File: config.mk
export PLATFORM = sky130hd
export DESIGN_NAME = soc_periph
export DESIGN_NICKNAME = d
export VERILOG_FILES = /design/src/hdl/pck_mem_bus.sv /design/src/hdl/pck_memory_map.sv /design/src/hdl/soc_bridge.sv /design/src/hdl/perif_gpio.sv /design/src/hdl/perif_pwm.sv /design/src/hdl/soc_periph.sv
export SDC_FILE = /design/constraint.sdc
export NUM_CORES = 1
export LEC_CHECK = 0
export BUFFER_PORTS_ARGS = -buffer_cell sky130_fd_sc_hd__buf_2
export CAP_MARGIN = 20
export CORE_MARGIN = 3
export CORE_UTILIZATION = 50
export DETAILED_ROUTE_END_ITERATION = 6
export PLACE_DENSITY = 0.74
export SYNTH_ARGS = -nofsm -noshare
export SYNTH_HDL_FRONTEND = slang
export SYNTH_SLANG_ARGS = --single-unit
File: constraint.sdc
create_clock -name i_clk -period 3 [get_ports i_clk]
set_input_delay 0.75 -clock i_clk [delete_from_list [all_inputs] [get_ports i_clk]]
set_output_delay 0.75 -clock i_clk [all_outputs]
set_load 0.02 [all_outputs]
File: src/hdl/pck_mem_bus.sv
// data bus package holding the bus widths and the request and response structs
package pck_mem_bus;

  localparam int BUS_ADDR_W = 32;  // byte address
  localparam int BUS_DATA_W = 32;
  localparam int BUS_BE_W   = BUS_DATA_W / 8;

  // one access from the bus master, 70 bits
  typedef struct packed {
    logic [BUS_ADDR_W-1:0] addr;
    logic [BUS_BE_W-1:0]   be;       // write byte enables
    logic                  wr_en;
    logic [BUS_DATA_W-1:0] wr_data;
    logic                  rd_en;
  } mem_req_t;

  // one response, ack is a single cycle pulse
  typedef struct packed {
    logic [BUS_DATA_W-1:0] rd_data;
    logic                  ack;
  } mem_rsp_t;

  // byte-wise merge of a bus write into an existing word
  function automatic logic [BUS_DATA_W-1:0] be_merge(
    input logic [BUS_DATA_W-1:0] old_data,
    input logic [BUS_DATA_W-1:0] new_data,
    input logic [BUS_BE_W-1:0]   be
  );
    logic [BUS_DATA_W-1:0] merged;
    merged = old_data;
    for (int i = 0; i < BUS_BE_W; i++) begin
      if (be[i]) merged[8*i +: 8] = new_data[8*i +: 8];
    end
    return merged;
  endfunction

endpackage

File: src/hdl/pck_memory_map.sv
// memory map package with peripheral windows, bridge targets and register offsets
package pck_memory_map;

  // peripheral windows, matched as (addr & mask) == base
  localparam logic [31:0] GPIO_ADDR      = 32'h4000_0000;
  localparam logic [31:0] GPIO_ADDR_MASK = 32'hffff_ff00;

  localparam logic [31:0] PWM0_ADDR      = 32'h4000_0100;
  localparam logic [31:0] PWM0_ADDR_MASK = 32'hffff_ff00;

  // bridge targets
  typedef enum logic [1:0] {
    GPIO_ID,
    PWM0_ID,
    NO_PERIPH  // no window hit
  } bridge_id_e;

  // gpio word offsets
  typedef enum logic [1:0] {
    GPIO_OUT    = 2'd0,
    GPIO_OUT_EN = 2'd1,
    GPIO_IN     = 2'd2   // read only
  } gpio_reg_e;

  // pwm word offsets
  typedef enum logic [2:0] {
    PWM_CTRL   = 3'd0,   // bit 0 is enable
    PWM_PERIOD = 3'd1,
    PWM_CMP0   = 3'd2,
    PWM_CMP1   = 3'd3
  } pwm_reg_e;

endpackage

File: src/hdl/soc_bridge.sv
// data bus bridge decoding each access to gpio, pwm or the unmapped responder
module soc_bridge (
  input  wire                   i_clk,
  input  wire                   i_rst,

  input  pck_mem_bus::mem_req_t i_req,       // from bus master
  output pck_mem_bus::mem_rsp_t o_rsp,       // merged response

  output pck_mem_bus::mem_req_t o_gpio_req,
  input  pck_mem_bus::mem_rsp_t i_gpio_rsp,

  output pck_mem_bus::mem_req_t o_pwm_req,
  input  pck_mem_bus::mem_rsp_t i_pwm_rsp
);

  import pck_mem_bus::*;
  import pck_memory_map::*;

  bridge_id_e target;
  logic       strobe;
  logic       unmapped_ack;
  mem_rsp_t   unmapped_rsp;

  assign strobe = i_req.wr_en | i_req.rd_en;

  // window decode, gpio has priority on overlap
  always_comb begin
    if ((i_req.addr & GPIO_ADDR_MASK) == GPIO_ADDR) begin
      target = GPIO_ID;
    end else if ((i_req.addr & PWM0_ADDR_MASK) == PWM0_ADDR) begin
      target = PWM0_ID;
    end else begin
      target = NO_PERIPH;
    end
  end

  // payload goes to both, strobes only to the selected target
  always_comb begin
    o_gpio_req       = i_req;
    o_gpio_req.wr_en = i_req.wr_en && (target == GPIO_ID);
    o_gpio_req.rd_en = i_req.rd_en && (target == GPIO_ID);

    o_pwm_req        = i_req;
    o_pwm_req.wr_en  = i_req.wr_en && (target == PWM0_ID);
    o_pwm_req.rd_en  = i_req.rd_en && (target == PWM0_ID);
  end

  // answer accesses that hit no window so the master never hangs
  always_ff @(posedge i_clk) begin
    if (i_rst) begin
      unmapped_ack <= 1'b0;
    end else begin
      unmapped_ack <= strobe && (target == NO_PERIPH);
    end
  end

  assign unmapped_rsp.rd_data = '0;
  assign unmapped_rsp.ack     = unmapped_ack;

  // idle targets drive zero, so a plain OR merges them
  assign o_rsp = mem_rsp_t'(i_gpio_rsp | i_pwm_rsp | unmapped_rsp);

  // one target per access
  a_single_ack: assert property (@(posedge i_clk) disable iff (i_rst)
    !(i_gpio_rsp.ack && i_pwm_rsp.ack));

  // no access is dropped whatever the address
  a_strobe_ack: assert property (@(posedge i_clk) disable iff (i_rst)
    strobe |=> o_rsp.ack);

endmodule

File: src/hdl/perif_gpio.sv
// gpio block with output and output enable registers and a synchronized input port
module perif_gpio #(
  parameter int p_num_gpios = 16
)(
  input  wire                    i_clk,
  input  wire                    i_rst,

  input  pck_mem_bus::mem_req_t  i_req,
  output pck_mem_bus::mem_rsp_t  o_rsp,

  input  wire  [p_num_gpios-1:0] i_gpio_in,      // asynchronous pins
  output logic [p_num_gpios-1:0] o_gpio_out,
  output logic [p_num_gpios-1:0] o_gpio_out_en
);

  import pck_mem_bus::*;
  import pck_memory_map::*;

  logic [7:0]             word;        // word offset inside the window
  logic [p_num_gpios-1:0] gpio_meta;   // first sync stage
  logic [p_num_gpios-1:0] gpio_sync;
  logic [BUS_DATA_W-1:0]  rd_word;

  assign word = i_req.addr[9:2];

  // GPIO_IN and unused offsets ignore writes
  always_ff @(posedge i_clk) begin
    if (i_rst) begin
      o_gpio_out    <= '0;
      o_gpio_out_en <= '0;
    end else if (i_req.wr_en) begin
      case (word)
        8'(GPIO_OUT): begin
          o_gpio_out <= p_num_gpios'(be_merge(BUS_DATA_W'(o_gpio_out),
                                              i_req.wr_data, i_req.be));
        end
        8'(GPIO_OUT_EN): begin
          o_gpio_out_en <= p_num_gpios'(be_merge(BUS_DATA_W'(o_gpio_out_en),
                                                 i_req.wr_data, i_req.be));
        end
        default: ;
      endcase
    end
  end

  // two flop synchronizer
  always_ff @(posedge i_clk) begin
    if (i_rst) begin
      gpio_meta <= '0;
      gpio_sync <= '0;
    end else begin
      gpio_meta <= i_gpio_in;
      gpio_sync <= gpio_meta;
    end
  end

  // read mux
  always_comb begin
    case (word)
      8'(GPIO_OUT):    rd_word = BUS_DATA_W'(o_gpio_out);
      8'(GPIO_OUT_EN): rd_word = BUS_DATA_W'(o_gpio_out_en);
      8'(GPIO_IN):     rd_word = BUS_DATA_W'(gpio_sync);
      default:         rd_word = '0;
    endcase
  end

  // single cycle response with data only on reads
  always_ff @(posedge i_clk) begin
    if (i_rst) begin
      o_rsp <= '0;
    end else begin
      o_rsp.ack     <= i_req.wr_en | i_req.rd_en;
      o_rsp.rd_data <= i_req.rd_en ? rd_word : '0;
    end
  end

  // a full word write to OUT is acked and on the pins one cycle later
  a_out_write: assert property (@(posedge i_clk) disable iff (i_rst)
    (i_req.wr_en && (word == 8'(GPIO_OUT)) && (i_req.be == '1))
    |=> (o_rsp.ack && (o_gpio_out == p_num_gpios'($past(i_req.wr_data)))));

endmodule

File: src/hdl/perif_pwm.sv
// pwm block with a wrapping counter and one registered compare output per channel
module perif_pwm #(
  parameter int p_cmp_width    = 16,
  parameter int p_num_channels = 2    // at most 2 as there are two compare offsets
)(
  input  wire                       i_clk,
  input  wire                       i_rst,

  input  pck_mem_bus::mem_req_t     i_req,
  output pck_mem_bus::mem_rsp_t     o_rsp,

  output logic [p_num_channels-1:0] o_pwm_out
);

  import pck_mem_bus::*;
  import pck_memory_map::*;

  logic [7:0]             word;
  logic [p_cmp_width-1:0] ctrl;
  logic [p_cmp_width-1:0] period;   // last counter value before wrap
  logic [p_cmp_width-1:0] cmp [p_num_channels];
  logic [p_cmp_width-1:0] cnt;
  logic                   enable;
  logic [BUS_DATA_W-1:0]  rd_word;

  assign word   = {2'b00, i_req.addr[7:2]};  // word offset inside the 256 byte window
  assign enable = ctrl[0];

  // register writes
  always_ff @(posedge i_clk) begin
    if (i_rst) begin
      ctrl   <= '0;
      period <= '0;
      for (int n = 0; n < p_num_channels; n++) begin
        cmp[n] <= '0;
      end
    end else if (i_req.wr_en) begin
      case (word)
        8'(PWM_CTRL):   ctrl   <= p_cmp_width'(be_merge(BUS_DATA_W'(ctrl),
                                                        i_req.wr_data, i_req.be));
        8'(PWM_PERIOD): period <= p_cmp_width'(be_merge(BUS_DATA_W'(period),
                                                        i_req.wr_data, i_req.be));
        default: ;
      endcase
      for (int n = 0; n < p_num_channels; n++) begin
        if (word == 8'(PWM_CMP0) + 8'(n)) begin  // compare regs are consecutive
          cmp[n] <= p_cmp_width'(be_merge(BUS_DATA_W'(cmp[n]),
                                          i_req.wr_data, i_req.be));
        end
      end
    end
  end

  // counter runs 0..period and parks at 0 while disabled
  always_ff @(posedge i_clk) begin
    if (i_rst || !enable) begin
      cnt <= '0;
    end else if (cnt >= period) begin
      cnt <= '0;  // also catches a period lowered below cnt
    end else begin
      cnt <= cnt + 1'b1;
    end
  end

  // compare outputs
  always_ff @(posedge i_clk) begin
    if (i_rst) begin
      o_pwm_out <= '0;
    end else begin
      for (int n = 0; n < p_num_channels; n++) begin
        o_pwm_out[n] <= enable && (cnt < cmp[n]);
      end
    end
  end

  // read mux
  always_comb begin
    case (word)
      8'(PWM_CTRL):   rd_word = BUS_DATA_W'(ctrl);
      8'(PWM_PERIOD): rd_word = BUS_DATA_W'(period);
      default:        rd_word = '0;
    endcase
    for (int n = 0; n < p_num_channels; n++) begin
      if (word == 8'(PWM_CMP0) + 8'(n)) rd_word = BUS_DATA_W'(cmp[n]);
    end
  end

  always_ff @(posedge i_clk) begin
    if (i_rst) begin
      o_rsp <= '0;
    end else begin
      o_rsp.ack     <= i_req.wr_en | i_req.rd_en;
      o_rsp.rd_data <= i_req.rd_en ? rd_word : '0;  // zero on writes
    end
  end

  // a bus write clearing enable silences the channels once it has landed
  a_disabled_low: assert property (@(posedge i_clk) disable iff (i_rst)
    (i_req.wr_en && (word == 8'(PWM_CTRL)) && i_req.be[0] && !i_req.wr_data[0])
    |=> ##1 (o_pwm_out == '0));

endmodule

File: src/hdl/soc_periph.sv
// peripheral subsystem top joining the data bus bridge with the gpio and pwm blocks
module soc_periph #(
  parameter int p_num_gpios    = 16,
  parameter int p_cmp_width    = 16,
  parameter int p_num_channels = 2
)(
  input  wire                       i_clk,
  input  wire                       i_rst,

  input  pck_mem_bus::mem_req_t     i_req,          // data bus
  output pck_mem_bus::mem_rsp_t     o_rsp,

  input  wire  [p_num_gpios-1:0]    i_gpio_in,
  output logic [p_num_gpios-1:0]    o_gpio_out,
  output logic [p_num_gpios-1:0]    o_gpio_out_en,

  output logic [p_num_channels-1:0] o_pwm_out
);

  import pck_mem_bus::*;

  // routed buses
  mem_req_t gpio_req;
  mem_rsp_t gpio_rsp;
  mem_req_t pwm_req;
  mem_rsp_t pwm_rsp;

  soc_bridge bridge (
    .i_clk          ( i_clk         ),
    .i_rst          ( i_rst         ),
    .i_req          ( i_req         ),
    .o_rsp          ( o_rsp         ),
    .o_gpio_req     ( gpio_req      ),
    .i_gpio_rsp     ( gpio_rsp      ),
    .o_pwm_req      ( pwm_req       ),
    .i_pwm_rsp      ( pwm_rsp       )
  );

  perif_gpio #(
    .p_num_gpios    ( p_num_gpios   )
  ) gpio (
    .i_clk          ( i_clk         ),
    .i_rst          ( i_rst         ),
    .i_req          ( gpio_req      ),
    .o_rsp          ( gpio_rsp      ),
    .i_gpio_in      ( i_gpio_in     ),
    .o_gpio_out     ( o_gpio_out    ),
    .o_gpio_out_en  ( o_gpio_out_en )
  );

  perif_pwm #(
    .p_cmp_width    ( p_cmp_width    ),
    .p_num_channels ( p_num_channels )
  ) pwm0 (
    .i_clk          ( i_clk         ),
    .i_rst          ( i_rst         ),
    .i_req          ( pwm_req       ),
    .o_rsp          ( pwm_rsp       ),
    .o_pwm_out      ( o_pwm_out     )
  );

endmodule

==> impl_metrics.toml <==
[cells_and_area]
areaGrowthSynthToFinish_pct = 18.3
fin_nets = 1081
final_common_cell = "dfxtp_1"
drive_gt1_frac = 0.221
mostFrequentLayoutCells = "dfxtp_1 (149), buf_2 (117), nor2_1 (94)"
antenna_cells = 0

[pwr]
p_leak_uw = 0.00412
combPwrFrac = 0.045
power_per_cell_area_nw_per_um2 = 518
p_int_uw = 3790
switching_share = 0.238
clock_power_share = 0.447
p_sw_uw = 1180
ir_worst_vdd_mv = 0.348
p_total_uw = 4980
p_seq_frac = 0.508

[cts]
clk_path_buf_depth = 2
clk-insertion-delay-late_ns = 0.42
tritoncts = "built"
postCtsSetupBuffers = 0
root_buffer = "clkbuf_16"
clk_pin_slew_ns = 0.07
hold_buffers = 0
cts-buffers-inserted = 17
h-tree-depth = 4
cts.sinks = 181
ctsResizeCount = 0

[yosys]
avgSynthCellArea_um2 = 9.97
netlist-cell-type-count = 48
syn_inst = 814
synth_seq_cells = 181
synthArstFlopShare = 0
synth-main-ff-cell = "dfxtp_1"
synth-edff-count = 32
ys.warnings.count = 0
yosysTopAreaCellShare = 0.367
synth_area_um2 = 8120
synth_area_leaders = "dfxtp_1 (37%), edfxtp_1 (12%), mux2i_1 (7.8%)"
ys_seq_area_frac = 0.486
synth_top_cell_by_area = "dfxtp_1"

[routing]
drt-total-wl_mm = 19.4
vias = 6338
dr.pass1.iters = 5
drtIter0Drc = 346
avgViaCountPerCell = 5.42
wl_per_cell_um = 16.6
drc = 0
ant_nets = 0

[floorplan]
design.core.area_um2 = 15500
pin_count = 155
initial_core_util = 0.522
rows = 45
fp.dieW_um = 133
die_area_um2 = 17800
die_h_um = 133

[timing]
hold_viol = 0
final-setup-viol-count = 0
slew_headroom = 0.583
hold_slack_ns = 0.436
timing.final.crit_period_ns = 2.26
rsz0062_at_grt = "false"
max_freq_ghz = 0.442
fin_skew_ns = 0.0103
post-route-period-util = 0.755
setup_slack_ns = 0.735
maxSlewViolCount = 0
worst_pin_slew_ns = 0.610
final.setup.tns_ns = 0

[flow_run]
drv_cap = 0

[worst_setup_path]
crit_required_ns = 3.28
cp_max_fo = 16
path_cells = "buf_2, nor4_1, nand2_2, nor2_1, and3_1, buf_4, and2_1"
cp.arrival_ns = 2.54
end_kind = "register"
crit_type = "primary input to register"
slowest_stage = "nor4_1"
start_kind = "primary input"
slowest_delay_ns = 0.48

[global_routing]
grt_overflow = 0
grt_max_degree = 52
first_global_vias = 6219
grt_usage = 0.222
grt_pass1_wl_mm = 31.7
antenna_found_initial = 0

[place]
portBuffers = 118
dp_hpwl_mm = 14.0
dpl_worst_slack_ns = 0.345
place_congestion = 0.834

[outcome]
status = "completed"

[hold_path]
min-delay-path-class = "register to register"
[metrics by stage]
step	instance area, µm²	instances	utilization
after global placement	8990	1136	0.579
after global routing	9600	1170	0.618
after detailed placement	9000	1137	0.579
final	9600	1170	0.618
after CTS	9600	1169	0.618
after floorplan	8180	829	-
[flip-flops by register name, summed over array words and instances (netlist names)]
register	flops
pwm0.period	16
pwm0.cmp	32
pwm0.o_rsp	17
bridge.unmapped_ack	1
pwm0.cnt	16
pwm0.o_pwm_out	2
gpio.gpio_sync	16
gpio.o_gpio_out	16
gpio.gpio_meta	16
pwm0.ctrl	16
gpio.o_gpio_out_en	16
gpio.o_rsp	17
[cell usage after synthesis (3+ instances only)]
master and number:
a21o_1 13, inv_1 46, xor2_1 10, nand3b_1 3, dfxtp_1 149, nor2_1 94, nor2b_1 38, or2_2 16
and3_1 10, a2111oi_0 3, and2_1 17, nor4_2 4, clkbuf_1 25, ha_1 47, edfxtp_1 32, o2111ai_1 3
and4_1 3, a211oi_1 5, nor4_1 3, xnor2_1 4, buf_2 4, nand3_1 26, a22oi_1 30, buf_4 16
mux2i_1 63, nor4_4 6, o21ai_0 7, nor3b_1 4, nor3_1 20, nand2_1 26, nand4_1 8, a21oi_1 55
buf_1 5
[per-layer routing]
layer | up-vias | global-route usage | part of all wire
met5 | - | 0 | 0
met4 | 0 | 0.0697 | 0.017
met3 | 27 | 0.0461 | 0.061
met2 | 233 | 0.367 | 0.47
met1 | 2997 | 0.293 | 0.45
li1 | 3081 | - | -
[kinds of logic (layout without fill, tap and decap cells)]
kind of cell               Yosys count  in the layout  synth area share
adders and majority gates           47             47            0.0724
AOI/OAI and AO/OA                  123            123            0.0951
and+or+nand+nor                    288            288             0.198
xor gates and xnor gates            14             14            0.0151
other                                1             16          0.000462
muxes                               64             64            0.0804
buffers and inverters               96            226            0.0524
DFF                                181            181             0.486
[critical path: cells and delay by family]
kind	cells	cell delay, ns
buffers and inverters	2	0.30
AND/OR/NAND/NOR	5	1.49
[power by group through the flow]
stage	combinational (µW)	sequential, µW	clock [µW]
final	225	2530	2220
after CTS	223	2530	2240
after detailed placement	221	2580	0
after global placement	219	2580	0
after floorplan	140	2580	0
after global routing	246	2530	2340
[cell type report]
cell class                 count  area [µm²]
multi-input combinational    552        3810
inverter                      46         173
timing repair buffer         148         822
clock buffer                  20         478
fill                        1284        5940
tap                          211         264
sequential                   181        3940
clock inverter                12         118
[path summary, 6_finish.rpt]
| path | depth (start not counted) | start | slack (ns) | to |
|---|---|---|---|---|
| max | 7 | i_req[51] | 0.74 | pwm0.cmp[0][3] |
| min | 1 | gpio.gpio_meta[10] | 0.44 | gpio.gpio_sync[10] |
| max reg2reg | 8 | pwm0.period[10] | 0.74 | pwm0.cnt[15] |
| min reg2reg | 1 | gpio.gpio_meta[10] | 0.44 | gpio.gpio_sync[10] |
No activity file was read; power rests on OpenSTA's default activity.
